[src/fe_defines.svh]
// width and reset constants for the front end, included by the packages, RTL and testbench
`ifndef FE_DEFINES_SVH
`define FE_DEFINES_SVH

//////////////////////////////////////////////////
// sample path widths
//////////////////////////////////////////////////

// raw ADC word, two low bits unused on 14-bit parts
`define FE_ADC_IN_W 16
// signed sample and DAC code width
`define FE_SMP_W 14
// gain word, signed fixed point
`define FE_GAIN_W 16
`define FE_GAIN_FRAC 14
// 1.0 in gain units
`define FE_UNITY_GAIN 16384

//////////////////////////////////////////////////
// configuration bus
//////////////////////////////////////////////////

`define FE_AXI_AW 8
`define FE_AXI_DW 32

`endif

[src/fe_sample_pkg.sv]
// sample path types shared by the channel datapaths and the register block
`include "fe_defines.svh"

package fe_sample_pkg;

  // raw ADC word as it arrives from the pins
  typedef logic [`FE_ADC_IN_W-1:0] adc_raw_t;

  // two's complement sample
  typedef logic signed [`FE_SMP_W-1:0] sample_t;

  // gain, FE_GAIN_FRAC fraction bits
  typedef logic signed [`FE_GAIN_W-1:0] gain_t;

  // offset, added after the gain in sample units
  typedef logic signed [`FE_SMP_W-1:0] offset_t;

  // DAC code, offset binary with inverted slope
  typedef logic [`FE_SMP_W-1:0] dac_code_t;

endpackage

[src/fe_reg_pkg.sv]
// register map types and byte addresses of the AXI4-Lite calibration block
`include "fe_defines.svh"

package fe_reg_pkg;

  typedef logic [`FE_AXI_AW-1:0] axi_addr_t;
  typedef logic [`FE_AXI_DW-1:0] axi_data_t;
  typedef logic [1:0]            axi_resp_t;

  // loop enables, bit 0 for channel 0, bit 1 for channel 1
  localparam axi_addr_t REG_LOOP      = 8'h00;
  // ADC calibration
  localparam axi_addr_t REG_ADC0_GAIN = 8'h04;
  localparam axi_addr_t REG_ADC0_OFFS = 8'h08;
  localparam axi_addr_t REG_ADC1_GAIN = 8'h0C;
  localparam axi_addr_t REG_ADC1_OFFS = 8'h10;
  // DAC calibration
  localparam axi_addr_t REG_DAC0_GAIN = 8'h14;
  localparam axi_addr_t REG_DAC0_OFFS = 8'h18;
  localparam axi_addr_t REG_DAC1_GAIN = 8'h1C;
  localparam axi_addr_t REG_DAC1_OFFS = 8'h20;

  localparam axi_resp_t RESP_OKAY   = 2'b00;
  localparam axi_resp_t RESP_SLVERR = 2'b10;

endpackage

[src/calib_regs.sv]
// AXI4-Lite slave holding gain, offset and loopback registers for both channel pairs
`timescale 1ns/10ps
`include "fe_defines.svh"

module calib_regs
  import fe_sample_pkg::*;
  import fe_reg_pkg::*;
(
  input  logic      adc_clk,
  input  logic      top_rst,
  // write address and data
  input  axi_addr_t s_awaddr_i,
  input  logic      s_awvalid_i,
  output logic      s_awready_o,
  input  axi_data_t s_wdata_i,
  input  logic      s_wvalid_i,
  output logic      s_wready_o,
  // write response
  output axi_resp_t s_bresp_o,
  output logic      s_bvalid_o,
  input  logic      s_bready_i,
  // read address and data
  input  axi_addr_t s_araddr_i,
  input  logic      s_arvalid_i,
  output logic      s_arready_o,
  output axi_data_t s_rdata_o,
  output axi_resp_t s_rresp_o,
  output logic      s_rvalid_o,
  input  logic      s_rready_i,
  // configuration out
  output logic [1:0] loop_o,
  output gain_t     adc_gain0_o,
  output gain_t     adc_gain1_o,
  output gain_t     dac_gain0_o,
  output gain_t     dac_gain1_o,
  output offset_t   adc_offs0_o,
  output offset_t   adc_offs1_o,
  output offset_t   dac_offs0_o,
  output offset_t   dac_offs1_o
);

  typedef enum logic {WR_IDLE, WR_RESP} wr_state_t;
  typedef enum logic {RD_IDLE, RD_DATA} rd_state_t;

  wr_state_t wr_state;
  rd_state_t rd_state;
  logic      wr_hs;
  logic      rd_hs;
  axi_data_t rd_val;

  function automatic logic reg_mapped(input axi_addr_t addr);
    case (addr)
      REG_LOOP, REG_ADC0_GAIN, REG_ADC0_OFFS, REG_ADC1_GAIN, REG_ADC1_OFFS,
      REG_DAC0_GAIN, REG_DAC0_OFFS, REG_DAC1_GAIN, REG_DAC1_OFFS: return 1'b1;
      default: return 1'b0;
    endcase
  endfunction

  //////////////////////////////////////////////////
  // write channel
  //////////////////////////////////////////////////

  // address and data accepted together, only when both are offered
  assign wr_hs       = (wr_state == WR_IDLE) && s_awvalid_i && s_wvalid_i;
  assign s_awready_o = wr_hs;
  assign s_wready_o  = wr_hs;
  assign s_bvalid_o  = (wr_state == WR_RESP);

  always_ff @(posedge adc_clk or posedge top_rst) begin
    if (top_rst) begin
      wr_state  <= WR_IDLE;
      s_bresp_o <= RESP_OKAY;
    end else begin
      case (wr_state)
        WR_IDLE: begin
          if (wr_hs) begin
            wr_state  <= WR_RESP;
            s_bresp_o <= reg_mapped(s_awaddr_i) ? RESP_OKAY : RESP_SLVERR;
          end
        end
        // hold response until the master takes it
        WR_RESP: begin
          if (s_bready_i) begin
            wr_state <= WR_IDLE;
          end
        end
        default: wr_state <= WR_IDLE;
      endcase
    end
  end

  // register storage, low bits of the written word
  always_ff @(posedge adc_clk or posedge top_rst) begin
    if (top_rst) begin
      loop_o      <= '0;
      adc_gain0_o <= gain_t'(`FE_UNITY_GAIN);
      adc_gain1_o <= gain_t'(`FE_UNITY_GAIN);
      dac_gain0_o <= gain_t'(`FE_UNITY_GAIN);
      dac_gain1_o <= gain_t'(`FE_UNITY_GAIN);
      adc_offs0_o <= '0;
      adc_offs1_o <= '0;
      dac_offs0_o <= '0;
      dac_offs1_o <= '0;
    end else if (wr_hs) begin
      case (s_awaddr_i)
        REG_LOOP:      loop_o      <= s_wdata_i[1:0];
        REG_ADC0_GAIN: adc_gain0_o <= s_wdata_i[`FE_GAIN_W-1:0];
        REG_ADC0_OFFS: adc_offs0_o <= s_wdata_i[`FE_SMP_W-1:0];
        REG_ADC1_GAIN: adc_gain1_o <= s_wdata_i[`FE_GAIN_W-1:0];
        REG_ADC1_OFFS: adc_offs1_o <= s_wdata_i[`FE_SMP_W-1:0];
        REG_DAC0_GAIN: dac_gain0_o <= s_wdata_i[`FE_GAIN_W-1:0];
        REG_DAC0_OFFS: dac_offs0_o <= s_wdata_i[`FE_SMP_W-1:0];
        REG_DAC1_GAIN: dac_gain1_o <= s_wdata_i[`FE_GAIN_W-1:0];
        REG_DAC1_OFFS: dac_offs1_o <= s_wdata_i[`FE_SMP_W-1:0];
        // unmapped, nothing changes
        default: ;
      endcase
    end
  end

  //////////////////////////////////////////////////
  // read channel
  //////////////////////////////////////////////////

  assign s_arready_o = (rd_state == RD_IDLE) && s_arvalid_i;
  assign rd_hs       = s_arready_o;
  assign s_rvalid_o  = (rd_state == RD_DATA);

  // signed fields sign extend, loop bits are a plain bit field
  always_comb begin
    case (s_araddr_i)
      REG_LOOP:      rd_val = axi_data_t'(loop_o);
      REG_ADC0_GAIN: rd_val = axi_data_t'(adc_gain0_o);
      REG_ADC0_OFFS: rd_val = axi_data_t'(adc_offs0_o);
      REG_ADC1_GAIN: rd_val = axi_data_t'(adc_gain1_o);
      REG_ADC1_OFFS: rd_val = axi_data_t'(adc_offs1_o);
      REG_DAC0_GAIN: rd_val = axi_data_t'(dac_gain0_o);
      REG_DAC0_OFFS: rd_val = axi_data_t'(dac_offs0_o);
      REG_DAC1_GAIN: rd_val = axi_data_t'(dac_gain1_o);
      REG_DAC1_OFFS: rd_val = axi_data_t'(dac_offs1_o);
      default:       rd_val = '0;
    endcase
  end

  always_ff @(posedge adc_clk or posedge top_rst) begin
    if (top_rst) begin
      rd_state  <= RD_IDLE;
      s_rdata_o <= '0;
      s_rresp_o <= RESP_OKAY;
    end else begin
      case (rd_state)
        RD_IDLE: begin
          if (rd_hs) begin
            rd_state  <= RD_DATA;
            s_rdata_o <= rd_val;
            s_rresp_o <= reg_mapped(s_araddr_i) ? RESP_OKAY : RESP_SLVERR;
          end
        end
        RD_DATA: begin
          if (s_rready_i) begin
            rd_state <= RD_IDLE;
          end
        end
        default: rd_state <= RD_IDLE;
      endcase
    end
  end

endmodule

[src/linear_cal.sv]
// two stage gain multiply, offset add and saturate, shared by ADC and DAC channels
`timescale 1ns/10ps
`include "fe_defines.svh"

module linear_cal
  import fe_sample_pkg::*;
(
  input  logic    adc_clk_i,
  input  logic    top_rst_i,
  input  sample_t smp_i,
  input  gain_t   gain_i,
  input  offset_t offs_i,
  output sample_t smp_o
);

  // full product, then drop fraction bits, one guard bit for the add
  localparam int PROD_W = `FE_SMP_W + `FE_GAIN_W;
  localparam int SUM_W  = PROD_W - `FE_GAIN_FRAC + 1;
  localparam logic signed [SUM_W-1:0] SAT_MAX = SUM_W'(2**(`FE_SMP_W-1) - 1);
  localparam logic signed [SUM_W-1:0] SAT_MIN = -SAT_MAX - 1;

  logic signed [PROD_W-1:0]               prod_q;
  logic signed [PROD_W-`FE_GAIN_FRAC-1:0] prod_sh;
  logic signed [SUM_W-1:0]                sum;
  sample_t                                sat;

  // stage one
  always_ff @(posedge adc_clk_i or posedge top_rst_i) begin
    if (top_rst_i) begin
      prod_q <= '0;
    end else begin
      prod_q <= smp_i * gain_i;
    end
  end

  // taking upper bits is an arithmetic shift, rounds toward minus infinity
  assign prod_sh = prod_q[PROD_W-1:`FE_GAIN_FRAC];
  assign sum     = prod_sh + offs_i;

  // clamp to the sample range
  always_comb begin
    if (sum > SAT_MAX) begin
      sat = sample_t'(SAT_MAX);
    end else if (sum < SAT_MIN) begin
      sat = sample_t'(SAT_MIN);
    end else begin
      sat = sum[`FE_SMP_W-1:0];
    end
  end

  // stage two
  always_ff @(posedge adc_clk_i or posedge top_rst_i) begin
    if (top_rst_i) begin
      smp_o <= '0;
    end else begin
      smp_o <= sat;
    end
  end

endmodule

[src/adc_chan.sv]
// one ADC channel: raw word capture, loopback select and calibration
`timescale 1ns/10ps

module adc_chan
  import fe_sample_pkg::*;
(
  input  logic     adc_clk_i,
  input  logic     top_rst_i,
  input  adc_raw_t adc_raw_i,
  input  logic     loop_i,
  input  sample_t  loop_smp_i,
  input  gain_t    gain_i,
  input  offset_t  offs_i,
  output sample_t  smp_o
);

  sample_t raw_q;
  sample_t cal_in;

  //////////////////////////////////////////////////
  // capture
  //////////////////////////////////////////////////

  // low two bits unused, MSB kept, rest inverted
  always_ff @(posedge adc_clk_i or posedge top_rst_i) begin
    if (top_rst_i) begin
      raw_q <= '0;
    end else begin
      raw_q <= {adc_raw_i[15], ~adc_raw_i[14:2]};
    end
  end

  // digital loopback replaces the converted sample
  assign cal_in = loop_i ? loop_smp_i : raw_q;

  //////////////////////////////////////////////////
  // calibration
  //////////////////////////////////////////////////

  linear_cal u_cal (
    .adc_clk_i (adc_clk_i),
    .top_rst_i (top_rst_i),
    .smp_i     (cal_in),
    .gain_i    (gain_i),
    .offs_i    (offs_i),
    .smp_o     (smp_o)
  );

endmodule

[src/dac_chan.sv]
// one generator channel: calibration and conversion to a DAC code
`timescale 1ns/10ps

module dac_chan
  import fe_sample_pkg::*;
(
  input  logic      adc_clk_i,
  input  logic      top_rst_i,
  input  sample_t   gen_smp_i,
  input  gain_t     gain_i,
  input  offset_t   offs_i,
  output sample_t   cal_smp_o,
  output dac_code_t code_o
);

  // calibrated sample, also the loopback source
  linear_cal u_cal (
    .adc_clk_i (adc_clk_i),
    .top_rst_i (top_rst_i),
    .smp_i     (gen_smp_i),
    .gain_i    (gain_i),
    .offs_i    (offs_i),
    .smp_o     (cal_smp_o)
  );

  // signed to offset binary, negative slope
  // MSB kept, the other bits inverted
  assign code_o = {cal_smp_o[13], ~cal_smp_o[12:0]};

endmodule

[src/dac_interleave.sv]
// merges the two DAC code streams onto a single bus with a channel select line
`timescale 1ns/10ps

module dac_interleave
  import fe_sample_pkg::*;
(
  input  logic      adc_clk_i,
  input  logic      top_rst_i,
  input  dac_code_t code0_i,
  input  dac_code_t code1_i,
  output dac_code_t dac_dat_o,
  output logic      dac_sel_o
);

  // 0 takes channel 0, 1 takes channel 1
  logic phase_q;

  always_ff @(posedge adc_clk_i or posedge top_rst_i) begin
    if (top_rst_i) begin
      phase_q   <= 1'b0;
      dac_dat_o <= '0;
      dac_sel_o <= 1'b0;
    end else begin
      phase_q   <= ~phase_q;
      // select high marks channel 0
      dac_dat_o <= phase_q ? code1_i : code0_i;
      dac_sel_o <= ~phase_q;
    end
  end

endmodule

[src/pitaya_fe_top.sv]
// front end top: register block, two ADC and two DAC channels and the DAC interleaver
`timescale 1ns/10ps

module pitaya_fe_top
  import fe_sample_pkg::*;
  import fe_reg_pkg::*;
(
  input  logic      adc_clk,
  input  logic      top_rst,
  // converter side
  input  adc_raw_t  adc_dat0_i,
  input  adc_raw_t  adc_dat1_i,
  input  sample_t   gen_dat0_i,
  input  sample_t   gen_dat1_i,
  output sample_t   adc_cal0_o,
  output sample_t   adc_cal1_o,
  output dac_code_t dac_dat_o,
  output logic      dac_sel_o,
  // configuration bus
  input  axi_addr_t s_awaddr_i,
  input  logic      s_awvalid_i,
  output logic      s_awready_o,
  input  axi_data_t s_wdata_i,
  input  logic      s_wvalid_i,
  output logic      s_wready_o,
  output axi_resp_t s_bresp_o,
  output logic      s_bvalid_o,
  input  logic      s_bready_i,
  input  axi_addr_t s_araddr_i,
  input  logic      s_arvalid_i,
  output logic      s_arready_o,
  output axi_data_t s_rdata_o,
  output axi_resp_t s_rresp_o,
  output logic      s_rvalid_o,
  input  logic      s_rready_i
);

  logic [1:0] loop;
  gain_t      adc_gain0, adc_gain1, dac_gain0, dac_gain1;
  offset_t    adc_offs0, adc_offs1, dac_offs0, dac_offs1;
  sample_t    dac_cal0, dac_cal1;
  dac_code_t  dac_code0, dac_code1;

  //////////////////////////////////////////////////
  // registers
  //////////////////////////////////////////////////

  calib_regs u_regs (
    .adc_clk     (adc_clk),
    .top_rst     (top_rst),
    .s_awaddr_i  (s_awaddr_i),
    .s_awvalid_i (s_awvalid_i),
    .s_awready_o (s_awready_o),
    .s_wdata_i   (s_wdata_i),
    .s_wvalid_i  (s_wvalid_i),
    .s_wready_o  (s_wready_o),
    .s_bresp_o   (s_bresp_o),
    .s_bvalid_o  (s_bvalid_o),
    .s_bready_i  (s_bready_i),
    .s_araddr_i  (s_araddr_i),
    .s_arvalid_i (s_arvalid_i),
    .s_arready_o (s_arready_o),
    .s_rdata_o   (s_rdata_o),
    .s_rresp_o   (s_rresp_o),
    .s_rvalid_o  (s_rvalid_o),
    .s_rready_i  (s_rready_i),
    .loop_o      (loop),
    .adc_gain0_o (adc_gain0),
    .adc_gain1_o (adc_gain1),
    .dac_gain0_o (dac_gain0),
    .dac_gain1_o (dac_gain1),
    .adc_offs0_o (adc_offs0),
    .adc_offs1_o (adc_offs1),
    .dac_offs0_o (dac_offs0),
    .dac_offs1_o (dac_offs1)
  );

  //////////////////////////////////////////////////
  // channel 0
  //////////////////////////////////////////////////

  // calibrated generator sample feeds the ADC loopback
  dac_chan u_dac0 (
    .adc_clk_i (adc_clk),
    .top_rst_i (top_rst),
    .gen_smp_i (gen_dat0_i),
    .gain_i    (dac_gain0),
    .offs_i    (dac_offs0),
    .cal_smp_o (dac_cal0),
    .code_o    (dac_code0)
  );

  adc_chan u_adc0 (
    .adc_clk_i  (adc_clk),
    .top_rst_i  (top_rst),
    .adc_raw_i  (adc_dat0_i),
    .loop_i     (loop[0]),
    .loop_smp_i (dac_cal0),
    .gain_i     (adc_gain0),
    .offs_i     (adc_offs0),
    .smp_o      (adc_cal0_o)
  );

  //////////////////////////////////////////////////
  // channel 1
  //////////////////////////////////////////////////

  dac_chan u_dac1 (
    .adc_clk_i (adc_clk),
    .top_rst_i (top_rst),
    .gen_smp_i (gen_dat1_i),
    .gain_i    (dac_gain1),
    .offs_i    (dac_offs1),
    .cal_smp_o (dac_cal1),
    .code_o    (dac_code1)
  );

  adc_chan u_adc1 (
    .adc_clk_i  (adc_clk),
    .top_rst_i  (top_rst),
    .adc_raw_i  (adc_dat1_i),
    .loop_i     (loop[1]),
    .loop_smp_i (dac_cal1),
    .gain_i     (adc_gain1),
    .offs_i     (adc_offs1),
    .smp_o      (adc_cal1_o)
  );

  // single rate stand-in for the DDR output stage
  dac_interleave u_ilv (
    .adc_clk_i (adc_clk),
    .top_rst_i (top_rst),
    .code0_i   (dac_code0),
    .code1_i   (dac_code1),
    .dac_dat_o (dac_dat_o),
    .dac_sel_o (dac_sel_o)
  );

endmodule

[config.mk]
export PLATFORM = sky130hd
export DESIGN_NAME = pitaya_fe_top
export DESIGN_NICKNAME = d
export VERILOG_FILES = /design/src/fe_sample_pkg.sv /design/src/fe_reg_pkg.sv /design/src/calib_regs.sv /design/src/linear_cal.sv /design/src/adc_chan.sv /design/src/dac_chan.sv /design/src/dac_interleave.sv /design/src/pitaya_fe_top.sv
export VERILOG_INCLUDE_DIRS = /design/src /design/src/src
export SDC_FILE = /design/constraint.sdc
export NUM_CORES = 2
export LEC_CHECK = 0
export BUFFER_PORTS_ARGS = -buffer_cell sky130_fd_sc_hd__buf_2
export CAP_MARGIN = 30
export CORE_ASPECT_RATIO = 1.75
export CORE_MARGIN = 3
export CORE_UTILIZATION = 44
export CTS_BUF_LIST = sky130_fd_sc_hd__clkbuf_8
export CTS_CLUSTER_DIAMETER = 100
export DETAILED_ROUTE_END_ITERATION = 7
export GPL_ROUTABILITY_DRIVEN = 0
export PLACE_DENSITY = 0.71
export SYNTH_ARGS = -nofsm -noshare
export SYNTH_HDL_FRONTEND = slang
export SYNTH_SLANG_ARGS = --single-unit
export TNS_END_PERCENT = 5
[constraint.sdc]
create_clock -name adc_clk -period 11.6 [get_ports adc_clk]
set_input_delay 2.32 -clock adc_clk [delete_from_list [all_inputs] [get_ports adc_clk]]
set_output_delay 2.32 -clock adc_clk [all_outputs]
set_load 0.03 [all_outputs]
==> results_dict.tcl <==
set metrics [dict create \
    drc_errors 2 \
    rows 156 \
    port_buffers 176 \
    rsz0062_at_grt "false" \
    crit_fanout 16 \
    drive_gt1_share_pct 9.80 \
    skew_ns 0.0311 \
    ir_worst_vdd_uv 105 \
    power.clock.fraction_pct 22.3 \
    place_area_um2 48000 \
    worst_setup_path_end_kind "flip-flop" \
    syn_to_final_growth_pct 6.75 \
    power_mw 4.03 \
    hp-class "reg -> reg" \
    wirelength_mm 123 \
    synth-edff-count 0 \
    timing.final.crit_share_pct 72.8 \
    core_area_um2 103000 \
    violations "DRC" \
    cts.sinks 305 \
    num-nets-final 6038 \
    post-cts-setup-buffers 0 \
    insertion_delay_ns 0.64 \
    p_sw_mw 1.70 \
    setup_tns_ns 0 \
    nFillCells 9543 \
    cts_tree "yes" \
    die_x_um 250 \
    worstSetupPathType "in -> reg" \
    synthMuxAreaShare_pct 4.11 \
    finalHoldWorstSlack_ns 0.480 \
    outcome "finished, violations left" \
    synth_top_family_by_area "adder cells" \
    synth-compound-area-share_pct 6.29 \
    async_flop_share_pct 100 \
    comb_power_share_pct 41.8 \
    p_leak_nw 25.4 \
    synth_adder_area_share_pct 47.4 \
    synth_area_um2 45900 \
    worstPathRequired_ns 12.16 \
    yosysUniqueCellTypes 82 \
    postSynthAreaPerCell_um2 9.91 \
    fmax_mhz 118 \
    cpPeakStageDelay_ns 0.85 \
    path_cells "buf_2 -> nand2_1 -> fa_1 -> inv_1 -> fa_1 -> inv_1 -> fa_1 -> inv_1 -> fa_1 -> fa_1 -> inv_1 -> fa_1 -> inv_1 -> ha_1 -> a21o_1 -> a21oi_1 -> o21bai_1 -> or3_1 -> a31o_2 -> o211a_1 -> a311o_1 -> a21oi_2 -> xnor2_1" \
    cts_root_buf "clkbuf_8" \
    initial_core_util_pct 44.3 \
    layout_min_cycle_time_ns 8.44 \
    synth-seq-cells 305 \
    sw_frac_of_total_pct 42.1 \
    grt_pass1_wl_mm 196 \
    drt_pass1_iterations 8 \
    synthSimpleGateAreaFrac_pct 12.9 \
    grt_pass1_vias 36400 \
    yosysWarnings 0 \
    path_buf_inv 6 \
    critical_path.most_common_cell "fa_1" \
    io_pins 199 \
    worstSetupStartpointType "input port" \
    path_clk_slew_ns 0.08 \
    postCtsHoldBufs 0 \
    powerDensity_nw_per_um2 82.3 \
    clk_path_buf_depth 3 \
    worst_slew_pin_slew_ns 0.985 \
    final_cell_mix "inv_1, fa_1, nand2_1, ha_1, dfrtp_1" \
    track_usage_pct 23.3 \
    overflow 0 \
    via_per_inst 5.39 \
    final_hold_viol_count 0 \
    p_int_mw 2.33 \
    slew_violations 0 \
    postSynthCellCount 4629 \
    ys.flop_type "dfrtp_1" \
    dp_hpwl_mm 99.9 \
    utilization_pct 47.3 \
    grt_max_degree 82 \
    num_vias 32900 \
    cpMaxStageDelayCell "fa_1" \
    dr.first_iter.drc_count 1988 \
    synth_xor_area_share_pct 2.75 \
    cp.arrival_ns 9.00 \
    wl_per_cell_um 20.2 \
    antenna_left 0 \
    antenna_found_initial 25 \
    ctsResizeCount 0 \
    cts_buffers 45 \
    stdcell_area_um2 49000 \
    die_h_um 433 \
    final_common_cell "inv_1" \
    htreeDepth 2 \
    path_delay_family "adder cells" \
    seq_power_share_pct 35.9 \
    yosysSeqAreaShare_pct 16.7 \
    die-area_um2 108000 \
    relSlewSlack_pct 34.3 \
    maxCapViolCount 0 \
    setup_violations 0 \
]
==> synth_stat cells (4+ instances only) <==
master    instances  area (µm²)
inv_1          1013        3800
fa_1            876       17500
nand2_1         443        1660
ha_1            336        4200
dfrtp_1         301        7530
and2_1          262        1640
nor2b_1         169        1060
clkbuf_1        154         578
mux2_2          143        1610
nor2_1          137         514
xnor2_1         101         885
o21ai_0         100         500
a21oi_1          88         440
nand2b_1         52         325
xor2_1           43         377
a21o_1           42         315
a22oi_1          33         248
nor3_1           28         140
mux2i_1          26         260
nand3_1          22         110
nand4_1          21         131
buf_4            19         143
a211oi_1         17         128
a22o_1           17         149
o21bai_1         17         128
o21a_1           15         113
or2_2            12        75.1
a222oi_1         10         100
a21boi_0          9        67.6
o211ai_1          9        67.6
and3_1            8        50.1
or3_1             7        43.8
nor4_1            6        37.5
a211o_1           5        43.8
a31o_2            5        43.8
o21ai_1           5        25.0
a31oi_1           4        25.0
a41o_1            4        40.0
dfstp_2           4         105
==> worst min-delay path, stage by stage (launching register included) <==
cell     delay [ns]
dfrtp_1        0.34
nand2_1        0.05
nand2_1        0.05
==> power by group through the flow <==
stage	combinational, mW	sequential, mW	clock, mW
2_1_floorplan	1.09	1.49	0
3_3_place_gp	1.64	1.46	0
3_5_place_dp	1.68	1.46	0
4_1_cts	1.69	1.45	0.916
5_1_grt	1.89	1.46	0.948
6_report	1.69	1.45	0.898
==> layout make-up <==
cell class	instances	area, µm²	share of cell area, %
Multi-Input combinational cell	3134	33700	68.8
Inverter	1013	3810	7.78
Sequential cell	305	7640	15.6
Timing Repair Buffer	212	1210	2.47
Tap cell	1343	1680	3.43
Antenna cell	9	22.5	0.0460
Clock inverter	27	149	0.304
Clock buffer	54	743	1.52
==> cells by family after synthesis <==
family,Yosys count
AO/OA/AOI/OAI,425
buffers and inverters,1191
flip-flops,305
multiplexers,170
adder cells (fa/ha/maj),1213
AND/OR/NAND/NOR,1180
other,1
XOR/XNOR,144
==> routing by layer <==
metal | GRT usage (%) | up-vias | part of all wire [%]
met2 | 41.6 | 1180 | 51
li1 | - | 14300 | -
met3 | 3.38 | 453 | 6.3
met4 | 16.4 | 22 | 8.6
met1 | 25.2 | 16900 | 34
met5 | 0 | - | 0.10
==> worst paths after layout <==
kind,start,slack [ns],end,cells after the start
worst max-delay path,gen_dat1_i[2],3.16,u_dac1.u_cal.prod_q[29],23
worst min-delay path,u_regs.s_rdata_o[14],0.48,u_regs.s_rdata_o[14],2
worst max register to register,u_regs.loop_o[0],4.06,u_adc0.u_cal.prod_q[24],25
worst min register to register,u_regs.s_rdata_o[14],0.48,u_regs.s_rdata_o[14],2
max in group asynchronous,top_rst,8.34,u_regs.s_rdata_o[14],5
min in group asynchronous,top_rst,1.74,u_adc0.u_cal.smp_o[13],2
==> sequential cells by signal (all words and copies together), names as in the netlist, 14 cells and up <==
name and flops:
u_adc0.u_cal.prod_q 16, u_regs.adc_gain1_o 16, u_adc0.raw_q 14, u_regs.adc_offs0_o 14, u_regs.dac_offs1_o 14, u_adc1.u_cal.prod_q 16
u_dac0.u_cal.prod_q 16, u_adc1.raw_q 14, u_dac1.u_cal.prod_q 16, u_regs.adc_offs1_o 14, u_dac0.u_cal.smp_o 14, u_regs.adc_gain0_o 16
u_regs.dac_gain1_o 16, u_adc1.u_cal.smp_o 14, u_regs.dac_offs0_o 14, u_ilv.dac_dat_o 14, u_regs.dac_gain0_o 16, u_dac1.u_cal.smp_o 14
u_adc0.u_cal.smp_o 14, u_regs.s_rdata_o 16
==> metrics by stage <==
stage / setup slack (ns) / instances
global route: 2.83 / 6093
floorplan: 0.856 / 4630
detailed placement: 2.54 / 6006
global placement: 2.60 / 6000
CTS: 3.17 / 6087
finish: 3.16 / 6097
Power figures use the tool's default switching activity.
